File: config.mk
export PLATFORM = sky130hd
export DESIGN_NAME = dbus_router
export DESIGN_NICKNAME = d
export VERILOG_FILES = /design/src/hdl/dbus_pkg.sv /design/src/hdl/dbus_router.sv
export SDC_FILE = /design/constraint.sdc
export NUM_CORES = 1
export LEC_CHECK = 0
export ABC_AREA = 1
export BUFFER_PORTS_ARGS = -buffer_cell sky130_fd_sc_hd__buf_2
export CAP_MARGIN = 20
export CORE_AREA = 2 2 93 95
export CTS_CLUSTER_DIAMETER = 50
export CTS_CLUSTER_SIZE = 28
export DETAILED_ROUTE_END_ITERATION = 8
export DIE_AREA = 0 0 95 97
export HOLD_SLACK_MARGIN = 0.02
export PLACE_DENSITY = 0.57
export RECOVER_POWER = 50
export SLEW_MARGIN = 10
export SYNTH_ARGS = -nofsm -noshare
export SYNTH_HDL_FRONTEND = slang
export SYNTH_SLANG_ARGS = --single-unit
File: constraint.sdc
create_clock -name clk -period 1.4 [get_ports clk]
set_clock_uncertainty 0.05 [all_clocks]
set_input_delay 0.28 -clock clk [delete_from_list [all_inputs] [get_ports clk]]
set_output_delay 0.28 -clock clk [all_outputs]
set_load 0.03 [all_outputs]
File: src/hdl/dbus_pkg.sv
package dbus_pkg;

	// Memory operations seen by the load/store front end.
	typedef enum logic [3:0] {
		NOP = 4'd0,
		LB  = 4'd1,
		LBU = 4'd2,
		LH  = 4'd3,
		LHU = 4'd4,
		LW  = 4'd5,
		SB  = 4'd6,
		SH  = 4'd7,
		SW  = 4'd8
	} mem_op_e;

	typedef logic [31:0] word_t;

	// Bit n enables byte lane 8n+7:8n.
	typedef logic [3:0] byte_en_t;

	// Address bits 31:29 of the uncached window.
	localparam logic [2:0] UNCACHED_REGION = 3'b101;

	// Byte offset bits inside a word.
	localparam int OFFSET_BITS = 2;

endpackage

File: src/hdl/dbus_router.sv
`timescale 1ns/10ps

module dbus_router import dbus_pkg::*; #(
	parameter int PIPE_DEPTH = 2
)(
	input  logic     clk,
	input  logic     rst,
	input  logic     read,
	input  logic     write,
	input  word_t    address,
	input  byte_en_t byteenable,
	input  word_t    wrdata,
	input  word_t    c_rddata,
	input  word_t    u_rddata,
	input  logic     mem_stall,
	output logic     c_read,
	output logic     c_write,
	output logic     u_read,
	output logic     u_write,
	output word_t    bus_address,
	output byte_en_t bus_byteenable,
	output word_t    bus_wrdata,
	output word_t    rddata,
	output logic     stall
);

	logic uncached;
	logic sel_u;

	assign uncached = (address[31:29] == UNCACHED_REGION);

	assign c_read  = read & ~uncached;
	assign c_write = write & ~uncached;
	assign u_read  = read & uncached;
	assign u_write = write & uncached;

	// Only one bus is active, so the payload is shared.
	assign bus_address    = address;
	assign bus_byteenable = byteenable;
	assign bus_wrdata     = wrdata;

	generate
		if (PIPE_DEPTH == 1) begin : g_sel_comb
			assign sel_u = uncached;
		end else begin : g_sel_reg
			always_ff @(posedge clk or posedge rst) begin
				if (rst) begin
					sel_u <= 1'b0;
				end else if (~mem_stall) begin
					sel_u <= uncached; // Bus of the item entering the stage.
				end
			end
		end
	endgenerate

	assign rddata = sel_u ? u_rddata : c_rddata;
	assign stall  = mem_stall;

endmodule

; ---- After elaboration in Yosys (flattened, before gate mapping)
; Index checks and enable logic that the tools add are counted.
; W data, S select, Z words.
[totals]
reg_bits = 1
in_bits = 137
out_inout_bits = 105
word_cells = 8
[op_classes]
n_eq_ne = 1
n_mux = 1
bitwise = 5
[op_table]
columns = op, n
row1 = $mux W32, 1
row2 = $and A1 B1 Y1, 4
row3 = $eq A3 B3 Y1 const B, 1
row4 = $not A1 Y1, 1

; ---- Logic depth before layout (Yosys ltp)
[logic_depth]
depth_word = 3
depth_mapped = 4
mapped_depth_nobuf = 4

; ---- Worst setup path before layout
; OpenSTA, ideal clock, no wires.
[synth_path]
path_kind = reg-to-output
startpoint = reg sel_u
endpoint = out rddata[0]
arrival_time_ps = 1203
t_required_ps = 1070
slack_ps = -133
stages_incl_launch_ff = 3
n_path_buf = 1
cell_sequence = dfrtp_1 > buf_6 > o21ai_0
[synth_between]
elab_chain_len = 1
[synth_lines]
columns = element, line
row1 = from (decl), dbus_router.sv:28  ; logic sel_u;
row2 = from (signal assigned), dbus_router.sv:50  ; sel_u <= uncached;
row3 = $mux W32, dbus_router.sv:56  ; assign rddata = sel_u ? u_rddata : c_rddata;
row4 = to (decl), dbus_router.sv:23  ; output word_t rddata,
; No other way between the ends.

; ---- Worst setup path in the final report
[layout_path]
startpoint = reg sel_u
endpoint = out rddata[31]
; Same word-level chain as after synthesis.

==> metrics.md <==
| Metric | Value |
|---|---|
| Run status | `complete, no violations` |
| # IOs | `242` |
| Net count, final | `365` |
| YS warnings | `0` |
| Clock edge transition at the registers on the reported setup and hold paths | `0 ns` |
| Portion of the post-synthesis area used by sequential elements | `2.134%` |
| Core footprint | `8134 um2` |
| First-pass GRT wire length | `4.160 mm` |
| FF-to-FF Start | `sel_u` |
| Area growth, synth to finish | `11.74%` |
| Max Fclk | `764.0 MHz` |
| Cells after synthesis | `187` |
| Die height | `97 um` |
| Sequential group share of total power | `5.9%` |
| Final critical path time including I/O delays and setup | `1.309 ns` |
| RD Place Congestion | `0.7039` |
| Total GRT Usage | `5.424%` |
| Library cell with the largest summed area after synthesis | `buf_4` |
| Max IR drop VDD | `167.5 uV` |
| Endpoint of the worst-slack reg-to-reg timing path | `sel_u` |
| Area fraction of the dominant cell type after synthesis | `44.18%` |
| Synthesized netlist net count | `324` |
| Number of inserted filler cells in the final layout | `939` |
| Met3 demand-to-capacity share in global routing | `2.336%` |
| Horizontal extent of the die | `95 um` |
| Remaining max-slew budget at the tightest pin | `86.72%` |
| Fraction of final layout cells with drive strength greater than 1 | `63.27%` |
| Number of port buffers | `111` |
| Number of setup buffers added after CTS | `0` |
| Data arrival, critical path | `0.98 ns` |
| Count of distinct cell types in the synthesized netlist | `9` |
| Cell internal pwr | `228.0 uW` |
| Overall power of the completed layout | `565.0 uW` |
| Largest regs | `sel_u (1)` |
| Std-Cell Rows | `33` |
| Largest net degree at the start of global routing | `40` |
| Detail-routed net length per standard cell | `8.574 um` |
| Final global-route overflow total | `0` |
| Cts hold-fix bufs | `0` |
| HPWL reported at the end of detailed placement | `2.598 mm` |
| DRC | `0` |
| Leading cell types by total area after synthesis | `buf_4 (44%), o21ai_2 (20%), inv_1 (12%)` |
| 1st-pass router iterations | `4` |
| Total via count after detailed routing | `1,140` |
| Worst Setup Start Kind | `register` |
| Most congested layer reported by global routing | `met2` |
| Worst slack on hold paths | `0.07294 ns` |
| Post-cts repair resize count | `0` |
| Global Route met2 Usage | `10.26%` |
| Iter 0 DRT Violations | `23` |
| Reg2reg path depth | `3` |
| Maximum fanout along the worst path | `39` |
| Number of hold-slack violations in the final timing report | `0` |
| Inserted Diodes | `0` |
| Insertion delay to the later sink of the worst-skew pair | `0 ns` |
| Aggregate negative setup slack | `0 ns` |
| Combinational Power Share | `94.1%` |
| Power share of the clock group | `0%` |
| Power density cells | `431.3 nW/um2` |
| Data required time at the worst endpoint | `1.07 ns` |
| Register bit count reported by yosys | `1` |
| Starting utilization of the core area | `14.41%` |
| Met1 track demand over resource in global routing | `4.239%` |
| Tightest Hold Check Type | `primary input to asynchronous set/reset pin` |
| Final number of setup-violating endpoints | `0` |
| Detail-routed via count per cell | `3.444` |
| Top register by number of flip-flops | `sel_u` |
| Pins over their slew limit | `0` |
| Antenna violations before repair | `0` |
| Crit end category | `primary output` |
| Vias in the first global route | `990` |
| Share of the clock period used by the worst path after layout | `93.50%` |
| Transition time at the pin with the least slew margin | `0.1992 ns` |
| Max Cap Violations | `0` |
| Largest register FFs | `1` |
| Die outline area | `9215 um2` |
| Static Leakage | `0.0007996 uW` |
| Worst setup slack for register-to-register paths | `0.51 ns` |
| Detail Route Antenna Nets | `0` |
| Area of the mapped netlist | `1172 um2` |
| Switching share of power | `59.64%` |
| Worst Setup Path Type | `register to primary output` |
| RSZ-0062 raised after global routing | `false` |
| Avg Inst Size Synth | `6.269 um2` |
| Aggregate routed wire length | `2.838 mm` |
| Power spent charging and discharging nets | `336.9 uW` |
[routing by layer]
layer	part of all wire, %	up-vias
met4	7.6	0
met1	28	452
met3	17	30
met5	0	-
met2	47	90
li1	-	568
[cell type report]
| class | count | area [um2] | share of cell area, % |
|---|---|---|---|
| Tap cell | 105 | 131.4 | 10.03 |
| Multi-Input combinational cell | 73 | 415.4 | 31.71 |
| Sequential cell | 1 | 26.28 | 2.006 |
| Inverter | 37 | 138.9 | 10.60 |
| Timing Repair Buffer | 115 | 598.1 | 45.65 |
[layout by cell type, fill, tap and decap left out]
cell,instances
nor2_1,5
o21ai_2,27
buf_12,1
buf_2,111
nand2_1,36
buf_4,3
o21ai_0,5
dfrtp_2,1
inv_1,37
[power groups by stage]
stage          clock [uW]  combinational (uW)  sequential (uW)
4_1_cts                 0                 540             33.4
2_1_floorplan           0                 710             31.9
6_report                0                 532             33.4
5_1_grt                 0                 579             33.5
3_5_place_dp            0                 538             33.4
3_3_place_gp            0                 534             33.3
[metrics by stage]
step | worst slack [ns] | utilization [%] | cells | instance area, um2
2_1_floorplan | -0.1334 | - | 187 | 1172
3_3_place_gp | 0.09338 | 16.11 | 331 | 1310
3_5_place_dp | 0.07369 | 16.11 | 331 | 1310
4_1_cts | 0.07613 | 16.11 | 331 | 1310
5_1_grt | 0.007492 | 16.11 | 331 | 1310
6_report | 0.09105 | 16.11 | 331 | 1310
[Yosys cell counts]
cell and number:
buf_4 69, buf_6 6, clkbuf_4 1, dfrtp_1 1, inv_1 37, nand2_1 36
nor2_1 5, o21ai_0 5, o21ai_2 27
[cells by family after synthesis]
| family | Yosys count | synth area share [%] |
|---|---|---|
| buffers and inverters | 113 | 62.43 |
| flip-flops | 1 | 2.134 |
| AO/OA/AOI/OAI | 32 | 22.31 |
| AND/OR/NAND/NOR | 41 | 13.13 |
[worst max-delay path by stage]
| stage | startpoint | slack [ns] | to | depth (start not counted) |
|---|---|---|---|---|
| CTS | sel_u | 0.08 | rddata[31] | 3 |
| global placement | sel_u | 0.09 | rddata[0] | 3 |
| finish | sel_u | 0.09 | rddata[31] | 3 |
| floorplan | sel_u | -0.13 | rddata[0] | 2 |
| global route | sel_u | 0.007 | rddata[30] | 3 |
| detailed placement | sel_u | 0.07 | rddata[31] | 3 |
[worst max-delay path: stages (launching register included)]
cell     delay, ns
dfrtp_2       0.41
buf_12        0.17
o21ai_0       0.17
buf_2         0.22
No activity file was read; power rests on OpenSTA's default activity.
