===== config.mk =====
export PLATFORM = sky130hd
export DESIGN_NAME = lsu_align
export DESIGN_NICKNAME = d
export VERILOG_FILES = /design/src/hdl/dbus_pkg.sv /design/src/hdl/lsu_align.sv
export SDC_FILE = /design/constraint.sdc
export NUM_CORES = 1
export LEC_CHECK = 0
export BUFFER_PORTS_ARGS = -buffer_cell sky130_fd_sc_hd__buf_2
export CELL_PAD_IN_SITES_DETAIL_PLACEMENT = 1
export CELL_PAD_IN_SITES_GLOBAL_PLACEMENT = 1
export CORE_ASPECT_RATIO = 0.9
export CORE_UTILIZATION = 20
export CTS_CLUSTER_SIZE = 16
export DETAILED_ROUTE_END_ITERATION = 8
export GPL_TIMING_DRIVEN = 0
export PLACE_DENSITY_LB_ADDON = 0.08
export SYNTH_ARGS = -nofsm -noshare
export SYNTH_HDL_FRONTEND = slang
export SYNTH_SLANG_ARGS = --single-unit
export TNS_END_PERCENT = 20

===== constraint.sdc =====
create_clock -name clk -period 2.9 [get_ports clk]
set_clock_uncertainty 0.05 [all_clocks]
set_input_delay 0.87 -clock clk [delete_from_list [all_inputs] [get_ports clk]]
set_output_delay 0.87 -clock clk [all_outputs]
set_load 0.005 [all_outputs]

===== src/hdl/dbus_pkg.sv =====
package dbus_pkg;

	// Memory operations seen by the load/store front end.
	typedef enum logic [3:0] {
		NOP = 4'd0,
		LB  = 4'd1,
		LBU = 4'd2,
		LH  = 4'd3,
		LHU = 4'd4,
		LW  = 4'd5,
		SB  = 4'd6,
		SH  = 4'd7,
		SW  = 4'd8
	} mem_op_e;

	typedef logic [31:0] word_t;

	// Bit n enables byte lane 8n+7:8n.
	typedef logic [3:0] byte_en_t;

	// Address bits 31:29 of the uncached window.
	localparam logic [2:0] UNCACHED_REGION = 3'b101;

	// Byte offset bits inside a word.
	localparam int OFFSET_BITS = 2;

endpackage


===== src/hdl/lsu_align.sv =====
`timescale 1ns/10ps

module lsu_align import dbus_pkg::*; #(
	parameter int PIPE_DEPTH = 2
)(
	input  logic     clk,
	input  logic     rst,
	input  mem_op_e  op,
	input  word_t    addr,
	input  word_t    store_data,
	input  logic     stall,
	input  word_t    rddata,
	output logic     read,
	output logic     write,
	output word_t    address,
	output byte_en_t byteenable,
	output word_t    wrdata,
	output word_t    load_data,
	output logic     load_valid
);

	function automatic logic is_load(input mem_op_e o);
		return (o == LB) || (o == LBU) || (o == LH) || (o == LHU) || (o == LW);
	endfunction

	mem_op_e                rec_op;
	logic [OFFSET_BITS-1:0] rec_off;
	word_t                  shifted;

	assign address = {addr[31:OFFSET_BITS], {OFFSET_BITS{1'b0}}};

	// Request decode.
	always_comb begin
		read       = is_load(op);
		write      = (op == SB) || (op == SH) || (op == SW);
		byteenable = '0;
		wrdata     = store_data;
		case (op)
			LB, LBU, SB: begin
				byteenable = 4'b0001 << addr[1:0];
				wrdata     = {4{store_data[7:0]}}; // Byte in every lane.
			end
			LH, LHU, SH: begin
				byteenable = addr[1] ? 4'b1100 : 4'b0011;
				wrdata     = {2{store_data[15:0]}};
			end
			LW, SW: begin
				byteenable = 4'b1111;
			end
			default: begin
				byteenable = '0;
			end
		endcase
	end

	generate
		if (PIPE_DEPTH == 1) begin : g_rec_comb
			// Data returns in the accepting cycle.
			assign rec_op     = op;
			assign rec_off    = addr[OFFSET_BITS-1:0];
			assign load_valid = read & ~stall;
		end else begin : g_rec_reg
			always_ff @(posedge clk or posedge rst) begin
				if (rst) begin
					rec_op <= NOP;
				end else if (~stall) begin
					rec_op <= op;
				end
			end

			always_ff @(posedge clk) begin
				if (~stall) begin
					rec_off <= addr[OFFSET_BITS-1:0];
				end
			end

			assign load_valid = is_load(rec_op) & ~stall; // Stage item completes.
		end
	endgenerate

	assign shifted = rddata >> {rec_off, 3'b000};

	// Lane select and extension of the returned word.
	always_comb begin
		case (rec_op)
			LB:      load_data = {{24{shifted[7]}}, shifted[7:0]};
			LBU:     load_data = {24'd0, shifted[7:0]};
			LH:      load_data = {{16{shifted[15]}}, shifted[15:0]};
			LHU:     load_data = {16'd0, shifted[15:0]};
			default: load_data = rddata;
		endcase
	end

endmodule


## After elaboration in Yosys (flattened, before gate mapping)

Cells that the tools add are included.

| storage, ports and cells | value |
|---|---|
| flip-flop bits (word level) | 6 |
| input port bits | 103 |
| word-level logic and storage cells | 36 |

| cells by class | value |
|---|---|
| equal/unequal tests | 13 |
| shifts and indexed selects | 2 |
| mux-type cells | 4 |
| bitwise gates (word level) | 2 |
| reductions and logical operators | 13 |

Operators by type and width:

| kind | count |
|---|---|
| case mux 32 bit (4 select lines) | 1 |
| case mux 32 bit (2 select lines) | 1 |
| right shift 32 x 5 -> 16 bit | 1 |
| == test 4 x 3 -> 1 bit (second input constant) | 6 |
| == test 4 x 2 -> 1 bit (second input constant) | 4 |
| case mux 4 bit (3 select lines) | 1 |
| logical OR 1 bit | 10 |
| == test 4 x 1 -> 1 bit (second input constant) | 2 |
| OR reduction 3 bit | 2 |
| == test 4 bit (second input constant) | 1 |
| two-way mux 4 bit | 1 |
| left shift 1 x 2 -> 4 bit (first input constant) | 1 |
| OR reduction 2 bit | 1 |
| bitwise AND 1 bit | 1 |
| NOT 1 bit | 1 |

## Depth between registers and ports, before layout

Gate-level depths: netlist of run 1.

| logic depth | value |
|---|---|
| depth after elaboration | 6 |
| gate-level depth with buffers | 7 |
| depth with buffers taken out | 4 |

## Worst setup path before layout of run 1

OpenSTA, ideal clock, no wires.

| timing | value |
|---|---|
| path kind | input to output |
| start | input port op[0] |
| end | output port wrdata[20] |
| arrival time | 2,073 ps |
| path slack | -93 ps |
| stages on the path | 5 |
| path buffers | 1 |
| cells stage by stage | or3b_1 a21oi_4 nor2_4 buf_6 mux2_4 |

| between the ends | value |
|---|---|
| cells in the longest elaborated chain, start to end | 3 |
| elaborated cells between the ends (all ways) | 9 |
| classes of those cells | eq/ne: 6; mux: 1; reduce/logical: 2 |

Ends and longest elaborated chain:

| item | line | RTL |
|---|---|---|
| start: declaration | lsu_align.sv:8 | `input mem_op_e op,` |
| == test 4 x 2 -> 1 bit, or another cell as far along | lsu_align.sv:38 | `case (op)` |
| OR reduction 3 bit | lsu_align.sv:38 |  |
| case mux 32 bit (2 select lines) * | lsu_align.sv:38 |  |
| end: declaration | lsu_align.sv:17 | `output word_t wrdata,` |

Mark *: on every way between the ends. The rest lies on a longest branch, timed or not.

## Worst setup path after layout of run 1

| timing | value |
|---|---|
| start | input port op[2] |
| end | output port wrdata[20] |

Same word-level chain as after synthesis.

==> impl_results.md, run 1 <==
* Final Hold Fails at 0
* Peak Freq at 0.315 GHz
* Pwr Density at 266 mW/mm^2
* Area share of the largest cell type after synthesis at 0.167
* Initial antenna violation count at 0
* Core Footprint at 0.00877 mm^2
* Final Max Slew Viols at 0
* DRT Pass-1 Iters at 4
* Diodes inserted at 0
* Chip Width at 103 um
* Multi-input gate area at 0.00137 mm^2
* RR Startpoint: rec_op[1]
* DP HPWL at 6430 um
* Asr flop ratio synth at 0.667
* Synth top cells by count: buf_4, a21o_1, mux2_2, o21ai_0, nand2_1
* Share of layout cells above drive strength 1 at 0.656
* Post-DRT Antenna Nets at 0
* MaxCap Viol Count at 0
* Mapped Area at 0.00184 mm^2
* Die area at 0.00959 mm^2
* Status: complete, but fails checks
* Longest Clk Path Bufs at 2
* Nature of the critical path startpoint: input pin
* Wire per inst at 14.7 um
* Synth area leaders: buf_4, mux2_2, a21o_1, dfrtp_1, mux2i_1
* Count leader, synth: buf_4
* Comb power frac at 0.714
* Reg-to-Reg End: rec_op[1]
* Synthesized instance count at 237
* Failing checks: setup timing
* Psw at 322 uW
* CTS tree: built
* Avg Inst Size Synth at 7.77 um^2
* Final setup viols at 41
* Seq pwr share at 0.131
* First-pass GRT wire length at 12100 um
* First DRT Iteration DRCs at 52
* Post-synth cell types at 41
* Sequential share of the synthesized area at 0.0870
* Period utilization at 1.10
* Worst setup path category: input pin to output pin
* Synth area leader: buf_4
* HP Class: input pin to async pin
* CTS HTree Levels at 1
* Port bufs at 172
* Die Height at 93.0 um
* Yosys warning count at 0
* Slew @ Worst Pin at 553 ps
* Finished Core Util at 0.365
* Number of synthesized flops with an enable pin at 2
* Largest net degree at the start of global routing at 11
* Pint at 530 uW
* Root buffer cell: clkbuf_8
* Layout area overhead at 73.8%
* Final net count at 528
* Io pins at 206
* Worst R2R Path Depth at 1
* Placed cells at 529
* CP required at 1980 ps
* Via/cell ratio at 4.54
* Arr. time, crit path at 2260 ps
* CTS Sinks at 6
* # DRC at 0
* Clock transition at path regs at 40 ps
* Post-Route WL at 7960 um
* Std-Cell Rows at 32
* Sw frac at 0.378
* Clock latency on the worst-skew pair at 220 ps
* Top_reg_cell synth: dfrtp_1
* Crit path max fanout at 5
* Final setup margin at -276 ps
* P_leak at 1.83 nW
* Fill count at 1108
* Nature of the critical path endpoint: output pin
* Worst vdd ir at 0.115 mV
* Placer Congestion at 0.690
* Slew HR at 0.630
* Total number of vias at 2463
* Tot GR Track Use at 0.159
* R2R setup slack at 1990 ps
* RSZ-0062 raised after global routing: true
* CTS Buf Count at 3
* Starting Density at 0.210
* Seq cells post-synth at 6
* Min Tclk post-route at 3180 ps
* Gr ovfl total at 0
* Layout Cells excl Fill at 543
* Power share of the clock group at 0.155
* Register area at 164 um^2
* Number of global-route vias before repair at 2492
==> layout make-up <==
cell class,instances,share of cell area
multi-input cells,171,0.427
repair buffers,183,0.325
plain buffers,54,0.129
flip-flops and latches,6,0.0512
well taps,119,0.0465
clock buffers,4,0.0141
inverters,6,0.00704
==> layer usage <==
| metal | part of all wire | vias up | GRT usage | routed length, um |
|---|---|---|---|---|
| met5 | 0 | - | 0 | 0 |
| met4 | 0.0028 | 0 | 0.0176 | 22 |
| met3 | 0.082 | 2 | 0.0389 | 655 |
| met2 | 0.52 | 115 | 0.302 | 4120 |
| met1 | 0.40 | 1149 | 0.183 | 3160 |
| li1 | - | 1197 | - | - |
==> per-stage QoR <==
| stage | instance area, um^2 | setup slack (ps) | power [mW] | setup TNS [ps] | hold WS (ps) |
|---|---|---|---|---|---|
| 6_report | 3200 | -276 | 0.852 | -7570 | 479 |
| 5_1_grt | 3200 | -336 | 0.924 | -10700 | 498 |
| 4_1_cts | 3160 | -286 | 0.853 | -8210 | 482 |
| 3_5_place_dp | 2860 | -578 | 0.660 | -18490 | 557 |
| 3_3_place_gp | 2860 | -551 | 0.654 | -16850 | 546 |
| 2_1_floorplan | 1850 | -62.8 | 0.409 | -542 | 499 |
==> kinds of logic after synthesis <==
kind of cell           Yosys count  synth area share
and+or+nand+nor                 62             0.184
buffers and inverters           61             0.220
other                            1           0.00204
DFF                              6            0.0870
AOI/OAI and AO/OA               76             0.318
muxes                           31             0.190
==> timing repair <==
item | 4_1_cts | 5_1_grt
pin swaps | 7 | 4
gates cloned | 2 | 0
gates resized for setup | 44 | 19
endpoints found under the setup margin | 60 | 60
hold buffers | 0 | 0
setup buffers | 9 | 0
==> registers in the layout, summed over array words and instances, names as in the netlist <==
name     cells
rec_op       4
rec_off      2
==> power by group through the flow <==
stage | sequential [mW] | combinational (mW) | clock, mW
after global routing | 0.114 | 0.670 | 0.140
after detailed placement | 0.110 | 0.550 | 0
after global placement | 0.109 | 0.545 | 0
final | 0.112 | 0.608 | 0.132
after CTS | 0.111 | 0.607 | 0.135
after floorplan | 0.106 | 0.303 | 0
==> cells in the final DEF (no fill, tap or decap), drive strengths merged, types with 2 or more instances in the layout <==
cell     instances
a22o             8
nand3            7
a32o             6
a2111oi          2
nor2b            4
inv              6
a21oi            7
a211o            7
buf            231
nor3b            2
nor3             8
clkbuf          10
nand2b           3
dfrtp            4
nor2             9
or3b             4
and2             7
nand2           14
a21o            24
nand3b           2
mux2            22
o21ai           17
edfxtp           2
mux2i            9
conb             2
==> worst max-delay path: stages <==
cell and delay (ps):
buf_8 100, or3b_4 390, a21oi_4 260, nor2_4 80
buf_6 140, mux2_4 290, buf_6 120
==> worst max-delay path by stage <==
| stage | from | end | slack (ps) | cells past startpoint |
|---|---|---|---|---|
| after floorplan | op[1] | wrdata[20] | -60 | 5 |
| after global placement | op[1] | wrdata[20] | -550 | 8 |
| after detailed placement | op[1] | wrdata[20] | -580 | 8 |
| after CTS | op[2] | wrdata[20] | -290 | 7 |
| after global routing | op[2] | wrdata[18] | -340 | 7 |
| final | op[2] | wrdata[20] | -280 | 7 |
No activity file was read; power rests on OpenSTA's default activity.
==> run 2, diff against run 1 <==
--- a/config.mk
+++ b/config.mk
@@ -5,11 +5,12 @@
 export SDC_FILE = /design/constraint.sdc
 export NUM_CORES = 1
 export LEC_CHECK = 0
+export ABC_AREA = 1
 export BUFFER_PORTS_ARGS = -buffer_cell sky130_fd_sc_hd__buf_2
 export CELL_PAD_IN_SITES_DETAIL_PLACEMENT = 1
 export CELL_PAD_IN_SITES_GLOBAL_PLACEMENT = 1
-export CORE_ASPECT_RATIO = 0.9
-export CORE_UTILIZATION = 20
+export CORE_ASPECT_RATIO = 0.75
+export CORE_UTILIZATION = 21
 export CTS_CLUSTER_SIZE = 16
 export DETAILED_ROUTE_END_ITERATION = 8
 export GPL_TIMING_DRIVEN = 0
@@ -17,4 +18,3 @@
 export SYNTH_ARGS = -nofsm -noshare
 export SYNTH_HDL_FRONTEND = slang
 export SYNTH_SLANG_ARGS = --single-unit
-export TNS_END_PERCENT = 20
==> run 2 against run 1 <==
Effect of this change:
- the run now ends clean
- final cell count is 31% higher
- first-iteration DRC count is 110% higher
- flip-flop and latch count stayed put
- critical endpoint is now wrdata[22]
- fmax is 13% higher
- sequential power is 6% lower
- global-route usage is 1.2 points higher
- largest cell class is now multi-input combinational cells
- combinational power is 7.9% higher
- critical path depth is 2 higher
- area after synthesis is 25% higher
==> impl_results.md, run 2 <==
* Status: finished, final reports clean
* Post-Route WL at 10000 um
* Nature of the critical path endpoint: output pin
* Std-Cell Rows at 32
* # DRC at 0
* Comb power frac at 0.659
* CTS Buf Count at 3
* Crit path max fanout at 10
* Synth area leaders: nand2_1, buf_4, nand3_1, nand3_2, inv_1
* CTS Hold Bufs at 0
* Initial antenna violation count at 0
* MaxCap Viol Count at 0
* Biggest regs: rec_op: 4 flops, rec_off: 2 flops
* CP top delay family: buffers and inverters
* Overall power at 995 uW
* Seq cells post-synth at 6
* Placer Congestion at 0.776
* Share of layout cells above drive strength 1 at 0.530
* Max FFs per register at 4
* Pwr Density at 288 mW/mm^2
* Top_reg_cell synth: dfrtp_1
* Diodes inserted at 0
* Slowest CP cell: buf_6
* First-pass GRT wire length at 15400 um
* Synthesized instance count at 398
* Area share of the largest cell type after synthesis at 0.198
* Yosys warning count at 0
* Critical path's most frequent cell: buf_2
* Total number of vias at 3202
* Crit path buffers/inverters at 4
* Worst setup path category: input pin to output pin
* Clock transition at path regs at 40 ps
* Synth area leader: nand2_1
* Starting Density at 0.220
* Asr flop ratio synth at 0.667
* CTS HTree Levels at 1
* Final setup margin at 81.4 ps
* CTS tree: built
* Arr. time, crit path at 1900 ps
* Slew HR at 0.657
* Clock latency on the worst-skew pair at 230 ps
* Most frequent cells in the layout: buf_2, nand2_1, nand3_1, buf_4, inv_1
* Final setup viols at 0
* Slew @ Worst Pin at 515 ps
* P_leak at 2.18 nW
* Worst vdd ir at 0.262 mV
* CTS Sinks at 6
* Synth top cells by count: nand2_1, nand3_1, buf_4, inv_1, nand3_2
* Top reg by flops: rec_op
* Seq pwr share at 0.105
* Period utilization at 0.972
* Peak Freq at 0.355 GHz
* Die area at 0.0114 mm^2
* RSZ-0062 raised after global routing: false
* First DRT Iteration DRCs at 111
* Tot GR Track Use at 0.172
* Via/cell ratio at 4.50
* Slowest cell delay on critical path at 180 ps
* Final Max Slew Viols at 0
* DRT Pass-1 Iters at 4
* Avg Inst Size Synth at 5.78 um^2
* Most common cell after layout, fill and taps aside: buf_2
* Pint at 582 uW
* Setup WS pre-CTS at -24.1 ps
* Nature of the critical path startpoint: input pin
* Mapped Area at 0.00230 mm^2
* Post-synth cell types at 26
* Count leader, synth: nand2_1
* Final Hold Fails at 0
* Sw frac at 0.415
* Sequential share of the synthesized area at 0.0697
* DP HPWL at 8570 um
* Largest net degree at the start of global routing at 11
* Power share of the clock group at 0.236
* Port bufs at 172
* Gr ovfl total at 0
* Die Height at 92.6 um
* Number of synthesized flops with an enable pin at 2
* Min Tclk post-route at 2820 ps
* CP required at 1980 ps
* Wire per inst at 14.1 um
* Post-DRT Antenna Nets at 0
* Final net count at 680
* CP Cell Sequence: buf_2, inv_1, nor2_4, nand2_2, nand2_4, buf_6, o21ai_0, nand2_1, buf_2
* Io pins at 206
* Chip Width at 123 um
* Number of global-route vias before repair at 3026
* Psw at 414 uW
* Root buffer cell: clkbuf_16
* Layout area overhead at 50.6%
* Longest Clk Path Bufs at 2
* Core Footprint at 0.0105 mm^2
* HP Class: input pin to async pin
run 2: layout make-up:
cell class | instances | area, um^2
tap | 136 | 170
clock buffer | 4 | 78.8
buffer | 61 | 477
fill | 1454 | 6990
sequential | 6 | 160
inverter | 53 | 201
multi-input combinational | 279 | 1500
timing repair buffer | 173 | 877
run 2: logic make-up after synthesis:
logic type,count (synthesis),synth area share
compound gates,41,0.109
buf+inv,114,0.288
flops,6,0.0697
other cells,1,0.00163
simple gates,236,0.531
run 2: repair_timing:
| item | 4_1_cts | 5_1_grt |
|---|---|---|
| setup buffers | 0 | 1 |
| endpoints found under the setup margin | 11 | 28 |
| gates resized for setup | 1 | 16 |
| pin swaps | 0 | 2 |
run 2: power by group through the flow:
stage	Combinational, mW	Clock, mW	Sequential, mW
floorplan	0.367	0	0.104
global placement	0.642	0	0.106
detailed placement	0.653	0	0.106
CTS	0.655	0.239	0.105
global route	0.734	0.248	0.106
finish	0.656	0.235	0.105
run 2: final timing paths:
check / slack, ps / from / end / cells past startpoint
worst min-delay path: 460 / rst / rec_op[1] / 2
min in group clk: 510 / rec_op[2] / rec_op[2] / 2
worst min register to register: 510 / rec_op[2] / rec_op[2] / 2
worst max register to register: 2120 / rec_op[0] / rec_op[0] / 2
worst max-delay path: 80 / op[2] / wrdata[22] / 9
max in group asynchronous: 2180 / rst / rec_op[0] / 2
run 2: routing by layer:
layer,global-route usage,part of all wire,vias to the layer above
li1,-,-,1579
met1,0.229,0.45,1510
met2,0.298,0.48,109
met3,0.0240,0.068,4
met4,0.0193,0.0021,0
met5,0,0,-
run 2: per-stage QoR:
stage	setup TNS, ps	utilization	cell area (um^2)	hold WS (ps)	std cells
6_report	0	0.331	3460	465	712
5_1_grt	0	0.331	3460	475	712
4_1_cts	0	0.327	3410	466	711
3_5_place_dp	-187	0.319	3330	499	707
3_3_place_gp	-5.91	0.319	3330	476	707
2_1_floorplan	0	-	2300	446	399
